--- config.mk ---
export PLATFORM = sky130hd
export DESIGN_NAME = preamble_gen
export DESIGN_NICKNAME = d
export VERILOG_FILES = /design/src/source/preamble_pkg.sv /design/src/source/ltf_rom.sv /design/src/source/preamble_gen.sv /design/src/source/preamble_sequencer.sv /design/src/source/stf_rom.sv
export VERILOG_INCLUDE_DIRS = /design/src /design/src/source
export SDC_FILE = /design/constraint.sdc
export NUM_CORES = 1
export LEC_CHECK = 0
export ABC_CLOCK_PERIOD_IN_PS = 4400
export BUFFER_PORTS_ARGS = -buffer_cell sky130_fd_sc_hd__buf_2
export CAP_MARGIN = 10
export CORE_MARGIN = 2
export CORE_UTILIZATION = 64
export CTS_BUF_LIST = sky130_fd_sc_hd__clkbuf_2 sky130_fd_sc_hd__clkbuf_4 sky130_fd_sc_hd__clkbuf_8
export CTS_CLUSTER_DIAMETER = 50
export DETAILED_ROUTE_END_ITERATION = 10
export GPL_TIMING_DRIVEN = 1
export PLACE_DENSITY = 0.92
export SETUP_SLACK_MARGIN = 0.1
export SYNTH_ARGS = -nofsm -noshare
export SYNTH_HDL_FRONTEND = slang
export SYNTH_SLANG_ARGS = --single-unit
--- constraint.sdc ---
create_clock -name clk_i -period 4.4 [get_ports clk_i]
set_input_delay 0.22 -clock clk_i [delete_from_list [all_inputs] [get_ports clk_i]]
set_output_delay 0.22 -clock clk_i [all_outputs]
set_load 0.02 [all_outputs]
--- src/source/preamble_params.svh ---
`ifndef PREAMBLE_PARAMS_SVH
`define PREAMBLE_PARAMS_SVH

// Sample format
`define PRE_IQ_W        12      // Bits per I or Q component
`define PRE_LANES       4       // Samples per beat

// Table sizes
`define PRE_STF_LEN     16      // One short training period
`define PRE_LTF_LEN     64      // One long training symbol
`define PRE_LTF_GI      32      // Long guard length and start address

// Field lengths in beats
`define PRE_STF_BEATS   40      // 160 short samples
`define PRE_TOTAL_BEATS 80      // Full 320 sample preamble

`endif

--- src/source/preamble_pkg.sv ---
`include "preamble_params.svh"

package preamble_pkg;

    ////////////////////////////////////////////////////////////////////////////
    // Sample and beat types
    ////////////////////////////////////////////////////////////////////////////

    // Same bit order as the {im, re} table word
    typedef struct packed {
        logic signed [`PRE_IQ_W-1:0] im;    // Quadrature part
        logic signed [`PRE_IQ_W-1:0] re;    // In-phase part
    } iq_sample_t;

    // Lane 0 carries the earliest sample of the beat
    typedef iq_sample_t [`PRE_LANES-1:0] beat_t;

    ////////////////////////////////////////////////////////////////////////////
    // Sequencer states
    ////////////////////////////////////////////////////////////////////////////

    typedef enum logic [1:0] {
        PRE_IDLE = 2'd0,    // Waiting for enable
        PRE_STF  = 2'd1,    // Short field beats
        PRE_LTF  = 2'd2,    // Long field beats
        PRE_DONE = 2'd3     // Finished, waiting for enable low
    } pre_state_e;

endpackage

--- src/source/ltf_rom.sv ---
`timescale 1ns/1ps
`include "preamble_params.svh"

module ltf_rom (
    input  logic                clk_i,
    input  logic                rst_i,
    input  logic                restart_i,  // Back to guard offset
    input  logic                step_i,     // Present beat and advance
    output preamble_pkg::beat_t beat_o
);

    localparam int ADDR_W = $clog2(`PRE_LTF_LEN);

    ////////////////////////////////////////////////////////////////////////////
    // Long training symbol, {im, re}
    ////////////////////////////////////////////////////////////////////////////

    localparam logic [2*`PRE_IQ_W-1:0] LTF_TBL [`PRE_LTF_LEN] = '{
        24'h000140,     // Symbol start, real peak
        24'hF0AFF6,
        24'hF1C051,
        24'h0AA0C6,
        24'h03902B,
        24'hF4C07B,
        24'hF8FF14,
        24'hF27FB2,
        24'hFCB0C8,
        24'h00806D,
        24'hF14002,
        24'hF9FEE8,
        24'hF88032,
        24'hFE1078,
        24'h149FD2,
        24'hFF80F4,
        24'hF80080,     // Quarter symbol
        24'h0C904C,
        24'h050F8B,
        24'h086EF3,
        24'h0BD0A8,
        24'h01D08E,
        24'h0A6F84,
        24'hFD3F8C,
        24'hECBFB8,
        24'hFDEF06,
        24'hFD6EFB,
        24'hF6809A,
        24'h06EFFA,
        24'h0ECF44,
        24'h0D90BC,
        24'h0C8019,
        24'h000EC0,     // Guard interval copies from here
        24'hF38019,
        24'hF270BC,
        24'hF14F44,
        24'hF92FFA,
        24'h09809A,
        24'h02AEFB,
        24'h022F06,
        24'h135FB8,
        24'h02DF8C,
        24'hF5AF84,
        24'hFE308E,
        24'hF430A8,
        24'hF7AEF3,
        24'hFB0F8B,
        24'hF3704C,
        24'h080080,     // Three quarter point
        24'h0080F4,
        24'hEB7FD2,
        24'h01F078,
        24'h078032,
        24'h061EE8,
        24'h0EC002,
        24'hFF806D,
        24'h0350C8,
        24'h0D9FB2,
        24'h071F14,
        24'h0B407B,
        24'hFC702B,
        24'hF560C6,
        24'h0E4051,
        24'h0F6FF6      // Last sample, wraps to entry 0
    };

    logic [ADDR_W-1:0] addr_q;  // Sample address of lane 0

    // Starting at the guard offset yields GI, symbol, symbol from one table
    always_ff @(posedge clk_i) begin
        if (rst_i) begin
            addr_q <= ADDR_W'(`PRE_LTF_GI);
        end else if (restart_i) begin
            addr_q <= ADDR_W'(`PRE_LTF_GI);         // Second half first
        end else if (step_i) begin
            addr_q <= addr_q + ADDR_W'(`PRE_LANES); // Modulo 64 wrap
        end
    end

    // Registered read
    always_ff @(posedge clk_i) begin
        if (step_i) begin
            for (int l = 0; l < `PRE_LANES; l++) begin
                beat_o[l] <= LTF_TBL[ADDR_W'(addr_q + l)];
            end
        end
    end

    // Lane addresses never straddle the wrap point
    a_addr_aligned: assert property (
        @(posedge clk_i) disable iff (rst_i)
        (addr_q % `PRE_LANES) == 0
    ) else $error("ltf_rom address not beat aligned");

endmodule

--- src/source/preamble_gen.sv ---
`timescale 1ns/1ps

module preamble_gen (
    input  logic                clk_i,
    input  logic                rst_i,
    input  logic                header_en_i,    // Run request level
    output preamble_pkg::beat_t beat_o,         // Four samples per clock
    output logic                valid_o,
    output logic                done_o
);

    preamble_pkg::beat_t stf_beat;      // Short table output
    preamble_pkg::beat_t ltf_beat;      // Long table output
    logic                restart;
    logic                stf_step;
    logic                ltf_step;

    stf_rom u_stf_rom (
        .clk_i     (clk_i),
        .rst_i     (rst_i),
        .restart_i (restart),
        .step_i    (stf_step),
        .beat_o    (stf_beat)
    );

    ltf_rom u_ltf_rom (
        .clk_i     (clk_i),
        .rst_i     (rst_i),
        .restart_i (restart),
        .step_i    (ltf_step),
        .beat_o    (ltf_beat)
    );

    // Picks the table and frames the stream
    preamble_sequencer u_sequencer (
        .clk_i       (clk_i),
        .rst_i       (rst_i),
        .header_en_i (header_en_i),
        .stf_beat_i  (stf_beat),
        .ltf_beat_i  (ltf_beat),
        .restart_o   (restart),
        .stf_step_o  (stf_step),
        .ltf_step_o  (ltf_step),
        .beat_o      (beat_o),
        .valid_o     (valid_o),
        .done_o      (done_o)
    );

endmodule

--- src/source/preamble_sequencer.sv ---
`timescale 1ns/1ps
`include "preamble_params.svh"

module preamble_sequencer (
    input  logic                clk_i,
    input  logic                rst_i,
    input  logic                header_en_i,    // Level, high for whole run
    input  preamble_pkg::beat_t stf_beat_i,
    input  preamble_pkg::beat_t ltf_beat_i,
    output logic                restart_o,      // Start cycle pulse
    output logic                stf_step_o,
    output logic                ltf_step_o,
    output preamble_pkg::beat_t beat_o,
    output logic                valid_o,
    output logic                done_o          // After last valid beat
);

    localparam int CNT_W = 7;

    preamble_pkg::pre_state_e state_q;
    logic [CNT_W-1:0]         beat_cnt_q;   // Beats stepped so far
    logic                     rom_vld_q;    // ROM output holds a beat
    logic                     sel_ltf_q;    // ROM output is from ltf_rom
    logic                     last_step;
    logic [1:0]               last_q;       // Last step, following ROM and output stage

    // Strobes to the tables
    assign restart_o  = (state_q == preamble_pkg::PRE_IDLE) && header_en_i;
    assign stf_step_o = (state_q == preamble_pkg::PRE_STF) && header_en_i;
    assign ltf_step_o = (state_q == preamble_pkg::PRE_LTF) && header_en_i;
    assign last_step  = ltf_step_o && (beat_cnt_q == CNT_W'(`PRE_TOTAL_BEATS - 1));

    ////////////////////////////////////////////////////////////////////////////
    // State machine
    ////////////////////////////////////////////////////////////////////////////

    always_ff @(posedge clk_i) begin
        if (rst_i) begin
            state_q    <= preamble_pkg::PRE_IDLE;
            beat_cnt_q <= '0;
        end else begin
            case (state_q)
                preamble_pkg::PRE_IDLE: begin
                    if (header_en_i) begin
                        state_q    <= preamble_pkg::PRE_STF;
                        beat_cnt_q <= '0;       // Always from sample 0
                    end
                end
                preamble_pkg::PRE_STF: begin
                    if (!header_en_i) begin
                        state_q <= preamble_pkg::PRE_IDLE;  // Abort
                    end else begin
                        beat_cnt_q <= beat_cnt_q + 1'b1;
                        if (beat_cnt_q == CNT_W'(`PRE_STF_BEATS - 1)) begin
                            state_q <= preamble_pkg::PRE_LTF;
                        end
                    end
                end
                preamble_pkg::PRE_LTF: begin
                    if (!header_en_i) begin
                        state_q <= preamble_pkg::PRE_IDLE;  // Abort
                    end else begin
                        beat_cnt_q <= beat_cnt_q + 1'b1;
                        if (last_step) begin
                            state_q <= preamble_pkg::PRE_DONE;
                        end
                    end
                end
                preamble_pkg::PRE_DONE: begin
                    if (!header_en_i) begin
                        state_q <= preamble_pkg::PRE_IDLE;  // Held enable waits here
                    end
                end
                default: state_q <= preamble_pkg::PRE_IDLE;
            endcase
        end
    end

    ////////////////////////////////////////////////////////////////////////////
    // Output stage, one cycle behind the tables
    ////////////////////////////////////////////////////////////////////////////

    always_ff @(posedge clk_i) begin
        if (rst_i) begin
            rom_vld_q <= 1'b0;
            sel_ltf_q <= 1'b0;
            valid_o   <= 1'b0;
            beat_o    <= '0;
            last_q    <= '0;
            done_o    <= 1'b0;
        end else begin
            rom_vld_q <= stf_step_o || ltf_step_o;
            sel_ltf_q <= ltf_step_o;            // Follows ROM latency
            valid_o   <= rom_vld_q;
            if (!rom_vld_q) begin
                beat_o <= '0;                   // Quiet between runs
            end else if (sel_ltf_q) begin
                beat_o <= ltf_beat_i;
            end else begin
                beat_o <= stf_beat_i;
            end
            last_q <= {last_q[0], last_step};
            done_o <= last_q[1];                // Lands after beat 80
        end
    end

    // Checks
    a_valid_done_excl: assert property (
        @(posedge clk_i) disable iff (rst_i)
        !(valid_o && done_o)
    ) else $error("valid_o and done_o high together");

    a_cnt_bound: assert property (
        @(posedge clk_i) disable iff (rst_i)
        beat_cnt_q <= CNT_W'(`PRE_TOTAL_BEATS)
    ) else $error("beat counter past end of preamble");

endmodule

--- src/source/stf_rom.sv ---
`timescale 1ns/1ps
`include "preamble_params.svh"

module stf_rom (
    input  logic                clk_i,
    input  logic                rst_i,
    input  logic                restart_i,  // Back to sample 0
    input  logic                step_i,     // Present beat and advance
    output preamble_pkg::beat_t beat_o
);

    localparam int BLK_W = $clog2(`PRE_STF_LEN / `PRE_LANES); // Beats per period
    localparam int IDX_W = $clog2(`PRE_STF_LEN);

    // One short training period, {im, re}
    localparam logic [2*`PRE_IQ_W-1:0] STF_TBL [`PRE_STF_LEN] = '{
        24'h05E05E, 24'h005EF1, 24'hF5FFE4, 24'hFE6124,
        24'h0000BC, 24'hFE6124, 24'hF5FFE4, 24'h005EF1,
        24'h05E05E, 24'hEF1005, 24'hFE4F5F, 24'h124FE6,
        24'h0BC000, 24'h124FE6, 24'hFE4F5F, 24'hEF1005
    };

    logic [BLK_W-1:0] blk_q;    // Beat within the period

    // Block counter wraps every period, giving the ten repeats for free
    always_ff @(posedge clk_i) begin
        if (rst_i) begin
            blk_q <= '0;
        end else if (restart_i) begin
            blk_q <= '0;                    // New preamble
        end else if (step_i) begin
            blk_q <= blk_q + 1'b1;          // Natural wrap
        end
    end

    // Registered read, one cycle from strobe to data
    always_ff @(posedge clk_i) begin
        if (step_i) begin
            for (int l = 0; l < `PRE_LANES; l++) begin
                beat_o[l] <= STF_TBL[IDX_W'(blk_q * `PRE_LANES + l)];
            end
        end
    end

    ////////////////////////////////////////////////////////////////////////////
    // Checks
    ////////////////////////////////////////////////////////////////////////////

    // Sequencer restarts only from idle, never while stepping
    a_no_step_on_restart: assert property (
        @(posedge clk_i) disable iff (rst_i)
        !(step_i && restart_i)
    ) else $error("stf_rom step and restart in the same cycle");

endmodule

Word-level counts from Yosys, hierarchy flattened
Memory sizes are Yosys's and may differ from the RTL's. A register that Yosys moved wholly into a read port is not among the register bits.
Index checks and enable logic that the tools add are counted.
{"block": "word_totals", "reg_bits": 119, "latch_bits": 0, "mem_bits_rw": 0, "romBits": 7680, "output_inout_bits": 98, "wordCells": 76, "n_memories": 8}
{"name": "(no name shown)", "words": 64, "word_bits": 24, "read_ports": 1, "rd_ports_with_merged_regs": 1, "write_ports": 0, "line_no": "ltf_rom.sv:102", "text": "beat_o[l] <= LTF_TBL[ADDR_W'(addr_q + l)];"}
{"name": "(no name shown)", "words": 64, "word_bits": 24, "read_ports": 1, "rd_ports_with_merged_regs": 1, "write_ports": 0, "line_no": "ltf_rom.sv:102"}
{"name": "(no name shown)", "words": 64, "word_bits": 24, "read_ports": 1, "rd_ports_with_merged_regs": 1, "write_ports": 0, "line_no": "ltf_rom.sv:102"}
{"name": "(no name shown)", "words": 64, "word_bits": 24, "read_ports": 1, "rd_ports_with_merged_regs": 1, "write_ports": 0, "line_no": "ltf_rom.sv:102"}
{"name": "(no name shown)", "words": 16, "word_bits": 24, "read_ports": 1, "rd_ports_with_merged_regs": 1, "write_ports": 0, "line_no": "stf_rom.sv:40", "text": "beat_o[l] <= STF_TBL[IDX_W'(blk_q * `PRE_LANES + l)];"}
{"name": "(no name shown)", "words": 16, "word_bits": 24, "read_ports": 1, "rd_ports_with_merged_regs": 1, "write_ports": 0, "line_no": "stf_rom.sv:40"}
{"name": "2 more memories"}
{"block": "op_classes", "addsub": 9, "n_mul": 0, "n_div": 0, "n_lt_le_gt_ge": 0, "n_eq_ne": 10, "shift": 0, "muxes": 11, "bitwise_logic": 9, "n_reduce_logical": 12}
{"operator": "two-way mux 96 bit", "n": 1}
{"operator": "NOT 6 -> 7 bit", "n": 4}
{"operator": "NOT 4 -> 5 bit", "n": 4}
{"operator": "two-way mux 7 bit", "n": 2}
{"operator": "one-hot mux 7 bit (2 select lines)", "n": 1}
{"operator": "adder 6 x 2 -> 6 bit, second input constant", "n": 2}
{"operator": "two-way mux 2 bit", "n": 6}
{"operator": "adder 4 x 2 -> 4 bit, second input constant", "n": 2}
{"operator": "one-hot mux 2 bit (4 select lines)", "n": 1}
{"operator": "adder 7 x 1 -> 7 bit, second input constant", "n": 1}
{"operator": "== test 7 x 6 -> 1 bit, second input constant", "n": 1}
{"operator": "== test 7 bit, second input constant", "n": 1}
{"operator": "adder 6 x 1 -> 6 bit, second input constant", "n": 1}
{"operator": "adder 6 x 3 -> 6 bit, second input constant", "n": 1}
{"operator": "OR reduction 2 bit", "n": 3}
{"operator": "adder 4 x 1 -> 4 bit, second input constant", "n": 1}
{"operator": "== test 2 bit, second input constant", "n": 2}
{"operator": "logical AND 1 bit", "n": 4}
{"operator": "!= test 2 bit, second input constant", "n": 2}
{"operator": "AND reduction 4 bit", "n": 1}
{"operator": "!= test 3 x 2 -> 1 bit, second input constant", "n": 1}
{"operator": "!= test 3 bit, second input constant", "n": 1}
{"operator": "AND reduction 3 bit", "n": 1}
{"operator": "adder 2 x 1 -> 2 bit, second input constant", "n": 1}
{"operator": "other kinds (6)", "n": 6}

Longest topological paths before layout
{"block": "logic_depth", "ltp_word": 6, "mapped_depth": 8}

Cells and area by module
From an unflattened synthesis, not the netlist that was laid out.
{"block": "hier_totals", "hier_cells": 866, "area_unflattened_um2": 9414.0}
{"mod": "ltf_rom", "n_inst": 1, "cells_per_inst": 356, "area_per_inst_um2": 4129.0, "seq_area_each_um2": 2392.3}
{"mod": "preamble_sequencer", "n_inst": 1, "cells_per_inst": 391, "area_per_inst_um2": 4086.4, "seq_area_each_um2": 2222.1}
{"mod": "stf_rom", "n_inst": 1, "cells_per_inst": 119, "area_per_inst_um2": 1198.6, "seq_area_each_um2": 460.4}

Worst setup path before layout
OpenSTA, ideal clock, no wires.
{"block": "synth_timing", "kind": "reg2reg", "from": "reg u_sequencer.state_q[0]", "to": "reg u_sequencer.state_q[0]", "setup_time_ns": 0.086, "arrival_ns": 2.649, "required_time_ns": 4.314, "setup_slack_ns": 1.664, "stages_incl_launch_ff": 7, "path_buffers": 0, "cell_sequence": "dfxtp_1 -> inv_1 -> ha_1 -> nand2_2 -> inv_1 -> nor2_1 -> a221oi_2"}
{"block": "synth_via", "elab_chain_len": 5, "elab_cells_between_ends": 12, "classes_between": "7 x eq/ne; 1 x mux; 4 x reduce/logical"}
{"item": "from (decl)", "line_no": "preamble_sequencer.sv:20", "text": "preamble_pkg::pre_state_e state_q;"}
{"item": "from (signal assigned)", "line_no": "preamble_sequencer.sv:39", "text": "state_q <= preamble_pkg::PRE_IDLE;"}
{"item": "from (signal assigned)", "line_no": "preamble_sequencer.sv:45", "text": "state_q <= preamble_pkg::PRE_STF;"}
{"item": "from (signal assigned)", "line_no": "preamble_sequencer.sv:51", "text": "state_q <= preamble_pkg::PRE_IDLE;"}
{"item": "== test 2 bit", "line_no": "preamble_sequencer.sv:30", "text": "assign ltf_step_o = (state_q == preamble_pkg::PRE_LTF) && header_en_i;"}
{"item": "logical AND 1 bit", "line_no": "preamble_sequencer.sv:30"}
{"item": "via ltf_step", "line_no": "preamble_gen.sv:16", "text": "logic ltf_step;"}
{"item": "logical AND 1 bit", "line_no": "preamble_sequencer.sv:31", "text": "assign last_step = ltf_step_o && (beat_cnt_q == CNT_W'(`PRE_TOTAL_BEATS - 1));"}
{"item": "!= test 3 x 2 -> 1 bit (no source line)"}
{"item": "AND reduction 4 bit (no source line)"}
The timed path passes the listed nets, and every way through them passes these cells.
A chain may end at the register's enable or synchronous reset.

Final worst setup path
{"block": "layout_timing", "from": "reg u_ltf_rom.addr_q[2]", "to": "reg, netlist name u_ltf_rom.beat_o[86]"}
{"block": "layout_via", "elab_chain_len": 2}
{"item": "from (decl)", "line_no": "ltf_rom.sv:85", "text": "logic [ADDR_W-1:0] addr_q;"}
{"item": "from (signal assigned)", "line_no": "ltf_rom.sv:90", "text": "addr_q <= ADDR_W'(`PRE_LTF_GI);"}
{"item": "from (signal assigned)", "line_no": "ltf_rom.sv:92", "text": "addr_q <= ADDR_W'(`PRE_LTF_GI);"}
{"item": "from (signal assigned)", "line_no": "ltf_rom.sv:94", "text": "addr_q <= addr_q + ADDR_W'(`PRE_LANES);"}
{"item": "adder 6 x 2 -> 6 bit", "line_no": "ltf_rom.sv:102"}
{"item": "NOT 6 -> 7 bit (implied by the code)", "line_no": "ltf_rom.sv:102"}
No other way between the ends.

==> metrics <==
Post-Synth XOR/XNOR Area=0.01264; number of buffers created by CTS=17; Flop pwr share=0.604; WS Path Type=flip-flop to flip-flop; sequential share of the synthesized area=0.6238; Yosys reg bits=about 190; core box area=around 0.012 mm2; FMAX=roughly 0.39 GHz; total gr overflow=0; FP Rows=39; Max Slew Vio Count=0; Sink Count=about 190; count of cell types in the netlist=52; number of antenna violations at the first check in global routing=0; area share of fa/ha/maj cells after synthesis=0.02791; final instance area=between 0.008 and 0.009 mm2; max cap viols=0; CTS root buffer=clkbuf_8; simple-gate share of the synthesized area=0.1353; post-DP HPWL=between 10000 and 15000 um; most common flop cell mapped by yosys=dfxtp_1; DRC violation total after the first TritonRoute iteration=860; Die X=~110 um; Clock Latency Late Sink=between 0.4 and 0.5 ns; hold_ws=approximately 0.10 ns; gpl congestion=around 0.94; Worst Tran Pin Value=1.061 ns; status=finished, violations left; crit path launch type=flip-flop; cell area after synthesis=0.007622 mm2; cell-internal power=~2.5 mW; Post-DRT Antenna Nets=0; Clock Skew=between 0.01 and 0.015 ns; failing checks=design-rule violations; count of final setup violators=0; RSZ-0062 raised after global routing=false; Final Hold Fails=0; largest net degree at the start of global routing=58; mux cell area share after synthesis=0.006238; Max IR drop VDD=between 200 and 250 uV; Hold Crit Class=input pin to flip-flop; Yosys warnings=0; Clock power frac=0.356; Cell Count, Final, Fillers Out=approximately 950; Slew HR=0.2919; TNS Setup=0 ns; diodes inserted=0; ys async rst share=0; Logic pwr share=0.041; Switching Power=~690 uW; Placed Cells=914; Vias=roughly 5600; Starting Density=0.6619; Sw Ratio=0.2198; Synth area leader=edfxtp_1; worst path required time=4.60 ns; WP data arrival=about 2.8 ns; IO Port Bufs=100; Max clock buf depth=2; Syn Nets=~750; vias in the first global route=5299; share of cells above drive strength 1=0.1918; area grow syn2layout=10.42%; PostCTS Resize Cnt=0; final net count=about 800; DR WL/cell=19.13 um; die area=about 0.013 mm2; Mapped Cells=729; hold_buf cts=0; number of synthesized flops with an enable pin=about 90; # IOs=between 100 and 150; average cell area after synthesis=approximately 10 um2; post-CTS setup repair buffer count=0; gr usage total=0.2925; compound-gate portion of the synthesized area=0.1397; Die H=113.1 um; Period minus WS final=2.576 ns; Worst setup EP type=flip-flop; Pleak=between 3 and 4 nW; Fillers=around 800; # DRC=12; first-pass GRT wire length=roughly 28000 um; Critical Path Fanout Max=21; htree depth=4; post-DR vias/cell=5.939; final WL=~18000 um; Power Dens Cells=roughly 370 mW/mm2; Synth top area share=0.3585; top post-synthesis cells by area=edfxtp_1, dfxtp_1, a21oi_1, nand2_1, ha_1; DP Area=0.008030 mm2; largest family of logic cells by synthesized area=compound AO/OA/AOI/OAI gates; Clk pin slew, worst setup/hold paths=0.09 ns; fin crit share=0.5854; Pre-antenna DRT Iters=9; CTS tree=done
## cells in the final DEF, fill, tap and decap left out, types with 5 or more instances in the layout
master,synthesis,routed
nand2b_1,19,19
o31ai_1,6,6
nor2_1,44,44
and3_1,13,13
dfxtp_1,101,99
a31oi_1,8,8
and2_1,5,5
o21ai_1,11,11
xnor2_1,9,9
edfxtp_1,91,91
nor3_1,6,6
clkbuf_8,0,21
nor2b_1,9,9
o21ai_0,27,27
inv_2,5,6
nor3b_1,5,5
a21oi_1,110,110
inv_1,22,21
buf_4,17,5
nand3_1,8,8
buf_2,5,100
nand2_1,106,105
ha_1,17,17
## layer usage
layer / wire (um) / global-route usage / vias up
met5: 0 / 0 / -
met4: 678 / 0.1358 / 0
met3: 1702 / 0.06963 / 53
met2: 8357 / 0.4455 / 320
met1: 7359 / 0.4009 / 2617
li1: - / - / 2628
## cells by family (layout without fill, tap and decap cells)
logic type	Yosys count	in the layout
buffers and inverters	90	164
muxes	4	4
adders and majority gates	17	17
DFF	192	192
xor gates and xnor gates	11	11
AOI/OAI and AO/OA	190	190
and+or+nand+nor	225	225
## through the flow
| stage | power (mW) | util | setup WS [ns] |
|---|---|---|---|
| final | 3.140 | 0.7309 | 1.824 |
| after global routing | 3.232 | 0.7309 | 1.651 |
| after CTS | 3.152 | 0.7309 | 1.853 |
| after detailed placement | 2.064 | 0.6973 | 1.877 |
| after global placement | 2.056 | 0.6973 | 1.975 |
| after floorplan | 2.027 | - | 1.664 |
## area by class of cell
type / instances / area, um2 / share of cell area
well taps: 143 / 178.9 / 0.02126
flip-flops and latches: 192 / 4757 / 0.5652
clock buffers: 24 / 311.5 / 0.03702
multi-input cells: 447 / 2455 / 0.2917
clock inverters: 8 / 75.07 / 0.008919
repair buffers: 105 / 538.0 / 0.06392
inverters: 27 / 101.3 / 0.01204
## path summary, 6_finish.rpt
path,start,endpoint,slack (ns),cells past startpoint
max,u_ltf_rom.addr_q[2]$_SDFFE_PP0P_,u_ltf_rom.beat_o[86]$_DFFE_PP_,1.82,6
min,rst_i,u_ltf_rom.addr_q[4]$_SDFFE_PP0P_,0.10,2
max reg2reg,u_ltf_rom.addr_q[2]$_SDFFE_PP0P_,u_ltf_rom.beat_o[86]$_DFFE_PP_,1.82,6
min reg2reg,u_sequencer.last_q[0]$_SDFF_PP0_,u_sequencer.last_q[1]$_SDFF_PP0_,0.45,1
## state kept, by name, summed over array words and instances (netlist names)
signal,flops
u_ltf_rom.addr_q,4
u_ltf_rom.beat_o,77
u_sequencer.beat_cnt_q,7
u_sequencer.beat_o,80
u_sequencer.done_o,1
u_sequencer.last_q,2
u_sequencer.rom_vld_q,1
u_sequencer.sel_ltf_q,1
u_sequencer.state_q,2
u_sequencer.valid_o,1
u_stf_rom.beat_o,14
u_stf_rom.blk_q,2
## worst max-delay path, cell delays in order, from the launching register on
cell     delay, ns
dfxtp_1       0.81
inv_1         0.33
ha_1          0.61
nor2b_1       0.30
a21oi_1       0.07
nand2_1       0.10
o31ai_1       0.08
## power groups by stage
stage               Clock [mW]  Combinational [mW]  Sequential [mW]
floorplan                    0              0.0720             1.96
global placement             0               0.122             1.93
detailed placement           0               0.127             1.94
CTS                       1.13               0.127             1.90
global route              1.20               0.138             1.90
finish                    1.12               0.128             1.90
## Yosys cell counts (5+ instances only)
library cell and number:
a21oi_1 110, a31oi_1 8, and2_1 5, and3_1 13
buf_2 5, buf_4 17, clkbuf_1 36, dfxtp_1 101
edfxtp_1 91, ha_1 17, inv_1 22, inv_2 5
nand2_1 106, nand2b_1 19, nand3_1 8, nor2_1 44
nor2b_1 9, nor3_1 6, nor3b_1 5, o21ai_0 27
o21ai_1 11, o31ai_1 6, xnor2_1 9
Note: power is estimated with default switching activity, not from simulation.
